### src/source/rv_defines.svh
// ==========================================================================
// core-wide macros: data width, register count, PC reset value and step,
// and bit positions of the RV32 instruction fields
// ==========================================================================

`default_nettype none

`ifndef RV_DEFINES_SVH
`define RV_DEFINES_SVH

// datapath
`define XLEN      32          // data word width
`define NUM_REGS  32          // x0..x31

// program counter
`define RESET_PC  0           // first fetch after reset
`define PC_STEP   4           // one word per instruction

// field positions, low bit of each field
`define OPC_LSB   0           // opcode, 7 bits
`define RD_LSB    7           // rd, 5 bits
`define F3_LSB    12          // funct3, 3 bits
`define RS1_LSB   15          // rs1, 5 bits
`define RS2_LSB   20          // rs2, 5 bits
`define F7_LSB    25          // funct7, 7 bits

`endif

`default_nettype wire

### src/source/rvPkg.sv
// ==========================================================================
// rvPkg: word and register index types, opcode, ALU op and branch enums,
// write-back select codes
// ==========================================================================

`include "rv_defines.svh"

`default_nettype none

package rvPkg;

   typedef logic [`XLEN-1:0] wordT;                   // one data word
   typedef logic [$clog2(`NUM_REGS)-1:0] regIdxT;     // 5 bit index

   // major opcodes of the supported subset
   typedef enum logic [6:0] {
      opLui    = 7'b0110111,
      opAuipc  = 7'b0010111,
      opJal    = 7'b1101111,
      opJalr   = 7'b1100111,
      opBranch = 7'b1100011,
      opLoad   = 7'b0000011,
      opStore  = 7'b0100011,
      opImm    = 7'b0010011,   // immediate computes
      opReg    = 7'b0110011    // register computes
   } opcodeE;

   typedef enum logic [3:0] {
      aluAdd, aluSub, aluSll, aluSlt, aluSltu,
      aluXor, aluSrl, aluSra, aluOr,  aluAnd
   } aluOpE;

   // encoded as funct3 of the branch group
   typedef enum logic [2:0] {
      brEq  = 3'b000,
      brNe  = 3'b001,
      brLt  = 3'b100,
      brGe  = 3'b101,
      brLtu = 3'b110,
      brGeu = 3'b111
   } branchE;

   // write-back source
   localparam logic [1:0] wbAlu  = 2'd0;
   localparam logic [1:0] wbLoad = 2'd1;
   localparam logic [1:0] wbLink = 2'd2;   // pc + 4
   localparam logic [1:0] wbImm  = 2'd3;   // lui

endpackage

`default_nettype wire

### src/source/instDecoder.sv
// ==========================================================================
// instDecoder: field split, immediate assembly, control lines and the
// legality check for the RV32I subset
// ==========================================================================

`timescale 1ns/1ps

`include "rv_defines.svh"

`default_nettype none

module instDecoder (
   input  rvPkg::wordT   instWord,
   output rvPkg::regIdxT rs1,
   output rvPkg::regIdxT rs2,
   output rvPkg::regIdxT rd,
   output rvPkg::wordT   imm,
   output rvPkg::aluOpE  aluOp,
   output logic          aluSrcPc,     // opA from pc
   output logic          aluSrcImm,    // opB from imm
   output logic          regWrite,
   output logic [1:0]    wbSel,
   output logic          isBranch,
   output rvPkg::branchE branchCond,
   output logic          isJal,
   output logic          isJalr,
   output logic          isLoad,
   output logic          isStore,
   output logic          illegal
);
   import rvPkg::*;

   opcodeE     opcode;
   logic [2:0] funct3;
   logic [6:0] funct7;
   logic       f7Zero;
   logic       f7Alt;                  // 0100000, sub and sra
   wordT       immI;
   wordT       immS;
   wordT       immB;
   wordT       immU;
   wordT       immJ;

   // funct3 to ALU op, alt picks sub or sra
   function automatic aluOpE mapOp(input logic [2:0] f3, input logic alt);
      aluOpE op;
      case (f3)
         3'b000:  op = alt ? aluSub : aluAdd;
         3'b001:  op = aluSll;
         3'b010:  op = aluSlt;
         3'b011:  op = aluSltu;
         3'b100:  op = aluXor;
         3'b101:  op = alt ? aluSra : aluSrl;
         3'b110:  op = aluOr;
         default: op = aluAnd;
      endcase
      return op;
   endfunction

   assign opcode = opcodeE'(instWord[`OPC_LSB +: 7]);
   assign rd     = instWord[`RD_LSB +: 5];
   assign funct3 = instWord[`F3_LSB +: 3];
   assign rs1    = instWord[`RS1_LSB +: 5];
   assign rs2    = instWord[`RS2_LSB +: 5];
   assign funct7 = instWord[`F7_LSB +: 7];
   assign f7Zero = (funct7 == 7'b0000000);
   assign f7Alt  = (funct7 == 7'b0100000);

   // sign extended from bit 31 except U
   assign immI = {{20{instWord[31]}}, instWord[31:20]};
   assign immS = {{20{instWord[31]}}, instWord[31:25], instWord[11:7]};
   assign immB = {{20{instWord[31]}}, instWord[7], instWord[30:25], instWord[11:8], 1'b0};
   assign immU = {instWord[31:12], 12'b0};
   assign immJ = {{12{instWord[31]}}, instWord[19:12], instWord[20], instWord[30:21], 1'b0};

   assign branchCond = branchE'(funct3);   // only looked at when isBranch

   always_comb begin
      imm       = '0;
      aluOp     = aluAdd;                   // address and auipc sums
      aluSrcPc  = 1'b0;
      aluSrcImm = 1'b0;
      regWrite  = 1'b0;
      wbSel     = wbAlu;
      isBranch  = 1'b0;
      isJal     = 1'b0;
      isJalr    = 1'b0;
      isLoad    = 1'b0;
      isStore   = 1'b0;
      illegal   = 1'b0;
      case (opcode)
         opLui: begin
            imm      = immU;
            regWrite = 1'b1;
            wbSel    = wbImm;
         end
         opAuipc: begin
            imm       = immU;
            aluSrcPc  = 1'b1;
            aluSrcImm = 1'b1;
            regWrite  = 1'b1;
         end
         opJal: begin
            imm      = immJ;                 // target from pc adder
            isJal    = 1'b1;
            regWrite = 1'b1;
            wbSel    = wbLink;
         end
         opJalr: begin
            imm       = immI;
            aluSrcImm = 1'b1;                // rs1 + imm in the ALU
            isJalr    = 1'b1;
            regWrite  = 1'b1;
            wbSel     = wbLink;
            illegal   = (funct3 != 3'b000);
         end
         opBranch: begin
            imm      = immB;
            isBranch = 1'b1;
            illegal  = (funct3 == 3'b010) || (funct3 == 3'b011);  // no such branch
         end
         opLoad: begin
            imm       = immI;
            aluSrcImm = 1'b1;
            isLoad    = 1'b1;
            regWrite  = 1'b1;
            wbSel     = wbLoad;
            illegal   = (funct3 != 3'b010);  // lw only
         end
         opStore: begin
            imm       = immS;
            aluSrcImm = 1'b1;
            isStore   = 1'b1;
            illegal   = (funct3 != 3'b010);  // sw only
         end
         opImm: begin
            imm       = immI;
            aluSrcImm = 1'b1;
            regWrite  = 1'b1;
            aluOp     = mapOp(funct3, (funct3 == 3'b101) && f7Alt);
            // shift immediates carry funct7 in imm[11:5]
            illegal   = ((funct3 == 3'b001) && !f7Zero) ||
                        ((funct3 == 3'b101) && !(f7Zero || f7Alt));
         end
         opReg: begin
            regWrite = 1'b1;
            aluOp    = mapOp(funct3, f7Alt);
            illegal  = !(f7Zero || (f7Alt && (funct3 == 3'b000 || funct3 == 3'b101)));
         end
         default: illegal = 1'b1;             // unknown opcode
      endcase
      if (instWord == '0 || instWord == '1) begin
         illegal = 1'b1;
      end
   end

endmodule

`default_nettype wire

### src/source/regFile.sv
// ==========================================================================
// regFile: 32 x 32 registers, two async read ports, one sync write port,
// x0 reads as zero
// ==========================================================================

`timescale 1ns/1ps

`include "rv_defines.svh"

`default_nettype none

module regFile (
   input  logic          clk,
   input  logic          rstN,
   input  rvPkg::regIdxT rs1,
   input  rvPkg::regIdxT rs2,
   output rvPkg::wordT   rdata1,
   output rvPkg::wordT   rdata2,
   input  rvPkg::regIdxT rd,
   input  rvPkg::wordT   wdata,
   input  logic          we
);
   import rvPkg::*;

   wordT regs [`NUM_REGS];

   always_ff @(posedge clk or negedge rstN) begin
      if (!rstN) begin
         for (int i = 0; i < `NUM_REGS; i++) begin
            regs[i] <= '0;                     // architectural state starts clean
         end
      end else if (we && rd != '0) begin     // x0 never written
         regs[rd] <= wdata;
      end
   end

   assign rdata1 = (rs1 == '0) ? '0 : regs[rs1];
   assign rdata2 = (rs2 == '0) ? '0 : regs[rs2];

endmodule

`default_nettype wire

### src/source/alu.sv
// ==========================================================================
// alu: add, sub, shifts, signed and unsigned compares, logic ops
// ==========================================================================

`timescale 1ns/1ps

`include "rv_defines.svh"

`default_nettype none

module alu (
   input  rvPkg::wordT  opA,
   input  rvPkg::wordT  opB,
   input  rvPkg::aluOpE aluOp,
   output rvPkg::wordT  result
);
   import rvPkg::*;

   logic [4:0] shamt;                  // low five bits of opB
   logic       ltSigned;
   logic       ltUnsigned;

   assign shamt      = opB[4:0];
   assign ltSigned   = $signed(opA) < $signed(opB);
   assign ltUnsigned = opA < opB;

   always_comb begin
      case (aluOp)
         aluAdd:  result = opA + opB;          // also lw/sw address, auipc, jalr
         aluSub:  result = opA - opB;
         aluSll:  result = opA << shamt;
         aluSlt:  result = {{(`XLEN-1){1'b0}}, ltSigned};
         aluSltu: result = {{(`XLEN-1){1'b0}}, ltUnsigned};
         aluXor:  result = opA ^ opB;
         aluSrl:  result = opA >> shamt;
         aluSra:  result = wordT'($signed(opA) >>> shamt);   // sign fill
         aluOr:   result = opA | opB;
         aluAnd:  result = opA & opB;
         default: result = '0;
      endcase
   end

endmodule

`default_nettype wire

### src/source/cpuCore.sv
// ==========================================================================
// cpuCore: single-cycle RV32I top level with PC, next-PC select, branch
// compare, alignment check, halt and write-back mux
// ==========================================================================

`timescale 1ns/1ps

`include "rv_defines.svh"

`default_nettype none

module cpuCore (
   input  logic        clk,
   input  logic        rstN,
   output rvPkg::wordT instAddr,
   input  rvPkg::wordT instWord,
   output rvPkg::wordT dataAddr,
   output rvPkg::wordT storeData,
   output logic        dataWe,
   input  rvPkg::wordT loadData,
   output logic        halt
);
   import rvPkg::*;

   wordT       pc;
   wordT       nextPc;
   wordT       pcPlus4;
   wordT       pcTarget;               // branch and jal
   regIdxT     rs1;
   regIdxT     rs2;
   regIdxT     rd;
   wordT       imm;
   wordT       rdata1;
   wordT       rdata2;
   wordT       aluA;
   wordT       aluB;
   wordT       aluResult;
   wordT       wbData;
   aluOpE      aluOp;
   branchE     branchCond;
   logic [1:0] wbSel;
   logic       aluSrcPc;
   logic       aluSrcImm;
   logic       regWrite;
   logic       isBranch;
   logic       isJal;
   logic       isJalr;
   logic       isLoad;
   logic       isStore;
   logic       illegal;
   logic       condMet;
   logic       misaligned;
   logic       fault;
   logic       commit;                 // instruction may update state
   logic       rfWe;

   instDecoder uDec (
      .instWord(instWord), .rs1(rs1), .rs2(rs2), .rd(rd), .imm(imm),
      .aluOp(aluOp), .aluSrcPc(aluSrcPc), .aluSrcImm(aluSrcImm),
      .regWrite(regWrite), .wbSel(wbSel), .isBranch(isBranch),
      .branchCond(branchCond), .isJal(isJal), .isJalr(isJalr),
      .isLoad(isLoad), .isStore(isStore), .illegal(illegal)
   );

   regFile uRf (
      .clk(clk), .rstN(rstN), .rs1(rs1), .rs2(rs2), .rdata1(rdata1),
      .rdata2(rdata2), .rd(rd), .wdata(wbData), .we(rfWe)
   );

   assign aluA = aluSrcPc ? pc : rdata1;
   assign aluB = aluSrcImm ? imm : rdata2;

   alu uAlu (.opA(aluA), .opB(aluB), .aluOp(aluOp), .result(aluResult));

   // branch condition, bge/bgeu include equality
   always_comb begin
      case (branchCond)
         brEq:    condMet = (rdata1 == rdata2);
         brNe:    condMet = (rdata1 != rdata2);
         brLt:    condMet = $signed(rdata1) < $signed(rdata2);
         brGe:    condMet = $signed(rdata1) >= $signed(rdata2);
         brLtu:   condMet = rdata1 < rdata2;
         brGeu:   condMet = rdata1 >= rdata2;
         default: condMet = 1'b0;
      endcase
   end

   assign pcPlus4  = pc + wordT'(`PC_STEP);
   assign pcTarget = pc + imm;

   always_comb begin
      if (isJal || (isBranch && condMet)) begin
         nextPc = pcTarget;
      end else if (isJalr) begin
         nextPc = {aluResult[`XLEN-1:1], 1'b0};   // bit zero cleared
      end else begin
         nextPc = pcPlus4;
      end
   end

   // fetch address or lw/sw word address off a word boundary
   assign misaligned = (pc[1:0] != 2'b00) ||
                       ((isLoad || isStore) && (aluResult[1:0] != 2'b00));
   assign fault  = illegal || misaligned;
   assign halt   = rstN && fault;        // low while in reset
   assign commit = rstN && !fault;

   always_ff @(posedge clk or negedge rstN) begin
      if (!rstN) begin
         pc <= wordT'(`RESET_PC);
      end else if (!fault) begin
         pc <= nextPc;                       // holds once halted
      end
   end

   always_comb begin
      case (wbSel)
         wbLoad:  wbData = loadData;
         wbLink:  wbData = pcPlus4;
         wbImm:   wbData = imm;              // lui
         default: wbData = aluResult;
      endcase
   end

   assign rfWe      = commit && regWrite;
   assign dataWe    = commit && isStore;
   assign instAddr  = pc;
   assign dataAddr  = aluResult;
   assign storeData = rdata2;

endmodule

`default_nettype wire

### config.mk
export PLATFORM = sky130hd
export DESIGN_NAME = cpuCore
export DESIGN_NICKNAME = d
export VERILOG_FILES = /design/src/source/rvPkg.sv /design/src/source/instDecoder.sv /design/src/source/regFile.sv /design/src/source/alu.sv /design/src/source/cpuCore.sv
export VERILOG_INCLUDE_DIRS = /design/src /design/src/source
export SDC_FILE = /design/constraint.sdc
export NUM_CORES = 2
export LEC_CHECK = 0
export BUFFER_PORTS_ARGS = -buffer_cell sky130_fd_sc_hd__buf_2
export CORE_MARGIN = 1.5
export CORE_UTILIZATION = 40
export CTS_BUF_LIST = sky130_fd_sc_hd__clkbuf_8
export CTS_CLUSTER_SIZE = 30
export DETAILED_ROUTE_END_ITERATION = 7
export GPL_TIMING_DRIVEN = 0
export PLACE_DENSITY = 0.58
export SLEW_MARGIN = 10
export SYNTH_ARGS = -nofsm -noshare
export SYNTH_HDL_FRONTEND = slang
export SYNTH_HIERARCHICAL = 1
export SYNTH_SLANG_ARGS = --single-unit
### constraint.sdc
create_clock -name clk -period 17.5 [get_ports clk]
set_input_delay 4.375 -clock clk [delete_from_list [all_inputs] [get_ports clk]]
set_output_delay 4.375 -clock clk [all_outputs]
set_load 0.005 [all_outputs]
==> impl_metrics.py <==
metrics = {
    "global_routing": {
        "antenna_found_initial": 29,
        "grt_usage_pct": 38.2,
        "grt_max_degree": 148,
        "grt_pass1_vias": 56907,
        "overflow": 0,
        "grt_pass1_wl_microns": 465000,
    },
    "die": {
        "io_pins": 164,
        "die_h_microns": 421,
        "rows": 153,
        "initial_core_util_pct": 40.2,
        "core_sq_um": 174000,
        "die-area_sq_um": 177000,
        "dieWidth_microns": 421,
    },
    "timing": {
        "period_minus_slack_ns": 17.70,
        "finClkSkew_ns": 0.0644,
        "worst_slew_pin_slew_ns": 1.44,
        "max_slew_margin_pct": 2.83,
        "setup_tns_ns": -0.348,
        "hold_ws_ns": 0.481,
        "finalSetupViolations": 2,
        "setup_ws_ns": -0.204,
        "period_share_pct": 101,
        "hold_viol": 0,
        "drv_slew": 0,
        "fmax_ghz": 0.0565,
    },
    "clocking": {
        "clkTransAtPathRegs_ns": 0.06,
        "htreeDepth": 4,
        "cts_tree": "built",
        "holdBufCountCts": 0,
        "clockBufferDepth": 3,
        "clock_sinks": 1056,
        "cts_buffers": 181,
        "worst_skew_pair.late_latency_ns": 0.97,
        "cts_root_buf": "clkbuf_8",
    },
    "setup_path": {
        "worstSetupEndpointType": "output port",
        "crit_fanout": 10,
        "worst_ep_required_time_ns": 13.12,
        "path_class": "in2out",
        "critPathLaunch": "instWord[22]",
        "cp_num_buf_inv": 11,
        "worstPathArrival_ns": 13.33,
        "rr_startpoint": "uRf/regs[3]",
        "cp_top_family": "compound AO/OA/AOI/OAI gates",
        "max_stage_delay_ns": 0.82,
        "slowest_stage": "o21ai_0",
        "crit_path_start_kind": "input pin",
        "critPathMostFrequentCell": "buf_2",
    },
    "detailed_routing": {
        "first_pass_iters": 8,
        "routedWlPerCell_microns": 39.7,
        "wl_met1_microns": 123000,
        "wl_met2_microns": 145000,
        "routed_via_density": 6.83,
        "first_iter_violations": 8234,
        "dr_total_vias": 58663,
        "remaining_drc_errors": 0,
        "drt_wl_total_microns": 341000,
        "routed-wl-met3_microns": 41100,
        "highest_layer": "met5",
        "postRouteAntennaNets": 0,
    },
    "power_and_ir_drop": {
        "leakage_nw": 36.0,
        "peakVddDrop_v": 0.0000691,
        "power_per_cell_area_nw_per_um2": 78.7,
    },
    "run": {
        "maxCapViolCount": 0,
    },
    "yosys": {
        "ys_ff_latch": 1056,
        "yosys_warnings": 6,
        "synthTopCellsByCount": "mux2_2, dfrtp_1, mux4_2, clkbuf_1, mux2i_1",
        "synth_area_leaders": "dfrtp_1, mux2_2, mux4_2, mux2i_1, ha_1",
        "synthCells": 5739,
        "synth_ff_type": "dfrtp_1",
        "synth_top_area_cell": "dfrtp_1",
        "synth_edf_count": 0,
        "synthArstFlopShare_pct": 100,
        "yosysUniqueCellTypes": 100,
        "synth_area_sq_um": 69800,
        "ys_seq_area_share_pct": 37.9,
        "synth.top_cell.area_share_pct": 37.9,
        "yosysMostFrequentCell": "mux2_2",
        "syn-num-nets": 5971,
        "postSynthAreaPerCell_sq_um": 12.2,
    },
    "status": {
        "outcome": "finished with violations",
        "violations": "setup timing",
    },
    "final_layout": {
        "fin_cells": 8594,
        "fin_nets": 6339,
        "fin_util_pct": 45.1,
        "drive_gt1_share_pct": 38.1,
        "area_delta_synth_final_pct": 12.2,
    },
    "min_path": {
        "hold_path.startpoint": "uRf/regs[996]",
        "hp-class": "reg2reg",
    },
    "placement": {
        "post-dp-hpwl_microns": 250000,
        "portBuffers": 157,
        "dp.cells": 8248,
        "gp_congestion": 1.06,
    },
}
[kinds of logic (layout without fill, tap and decap cells)]
logic type,Yosys count,after routing,share of synthesized area [%]
mux,1876,1876,37.9
xor+xnor,74,74,0.929
flops,1056,1056,37.9
simple gates,809,809,5.72
compound gates,1013,1013,10.0
buf+inv,745,1251,4.61
fa+ha+maj,166,166,3.01
other cells,0,24,0
[path summary, 6_finish.rpt]
| check | to | slack, ns | cells past startpoint |
|---|---|---|---|
| min reg2reg | uRf/regs[996] | 0.48 | 1 |
| max | halt | -0.20 | 28 |
| max reg2reg | uRf/regs[53] | 7.43 | 26 |
| min in group asynchronous | uRf/regs[710] | 3.38 | 1 |
| max in group asynchronous | uRf/regs[189] | 11.92 | 4 |
| min | uRf/regs[996] | 0.48 | 1 |
[worst reg2reg max path, cell delays in order (launching register included)]
cell and delay (ns):
dfrtp_1 0.42, mux4_2 0.50, mux4_2 0.54, o22ai_1 0.26, nor3_4 0.14, inv_1 0.22
o21ai_4 0.15, inv_1 0.53, clkbuf_2 0.44, ha_1 0.30, clkbuf_2 0.19, nor2_1 0.18
nand3b_1 0.17, a311oi_2 0.45, o21ai_1 0.23, a311oi_2 0.50, a2111oi_0 0.19, or2_1 0.35
o21ai_1 0.31, o2111ai_4 0.32, o22ai_1 0.30, and2_1 0.52, and3_1 0.61, nand4_1 0.26
nor2_1 0.53, clkbuf_1 0.92, mux2_2 0.43
[sequential cells by signal, indices dropped and copies added, names as in the netlist]
register and flops:
instAddr 32, uRf/regs 1024
[cells in the final DEF (no fill, tap or decap), drive strengths merged, types with 11 or more instances in the layout]
master   netlist  final
o32ai         17     17
xor2          21     21
and3          29     29
a22o          60     60
inv          150    204
dfrtp       1056   1056
o21a          21     21
nor2         202    202
mux2i        297    297
nand2b        32     32
nor4          27     27
o2111ai       11     11
and2          27     27
nand3         51     51
a221oi        23     23
buf          263    447
clkbuf       329    562
a22oi         81     81
nand4         21     21
clkinv         3     19
o21ai        177    177
nor2b         65     65
nor3          96     96
diode          0     24
a2111oi       31     31
a21oi        194    194
a21o          55     55
a211oi        77     77
o22ai         71     71
mux4         502    502
mux2        1077   1077
o21bai        25     25
a31oi         21     21
ha           163    163
o31ai         16     16
or3           25     25
o211ai        29     29
o221ai        37     37
xnor2         53     53
nand2        198    198
[stage by stage]
| step | worst slack [ns] | power, W | cell area (sq um) |
|---|---|---|---|
| after floorplan | 2.90 | 0.00308 | 69800 |
| after global placement | -11.84 | 0.00370 | 73500 |
| after detailed placement | -2.48 | 0.00372 | 74000 |
| after CTS | 0.0564 | 0.00611 | 78100 |
| after global routing | -0.00482 | 0.00630 | 78200 |
| final | -0.204 | 0.00616 | 78300 |
[cell type report]
| class | count | area (sq um) |
|---|---|---|
| diodes | 24 | 60.1 |
| repair buffers | 189 | 1200 |
| plain buffers | 588 | 2760 |
| fillers | 16249 | 95300 |
| well taps | 2325 | 2910 |
| clock buffers | 237 | 3260 |
| multi-input cells | 3938 | 40500 |
| inverters | 153 | 582 |
| clock inverters | 84 | 543 |
| flip-flops and latches | 1056 | 26400 |
[power by group]
| group | internal, W | total, W | switching (W) |
|---|---|---|---|
| clock | 0.00129 | 0.00241 | 0.00112 |
| sequential | 0.00244 | 0.00244 | 0.00000105 |
| combinational | 0.000321 | 0.00131 | 0.000986 |
[what timing repair did]
| item | 4_1_cts | 5_1_grt |
|---|---|---|
| setup buffers | 4 | 1 |
| hold endpoints to repair | 0 | 0 |
| gates resized for setup | 83 | 39 |
| pin swaps | 2 | 1 |
| setup endpoints to repair | 23 | 3 |
[routing by layer]
| metal | track usage (%) | up-vias |
|---|---|---|
| met4 | 30.3 | 14 |
| met3 | 13.5 | 1163 |
| li1 | - | 22679 |
| met5 | 0.306 | - |
| met1 | 46.3 | 30368 |
| met2 | 54.9 | 4439 |
(Power assumes the default switching activity.)
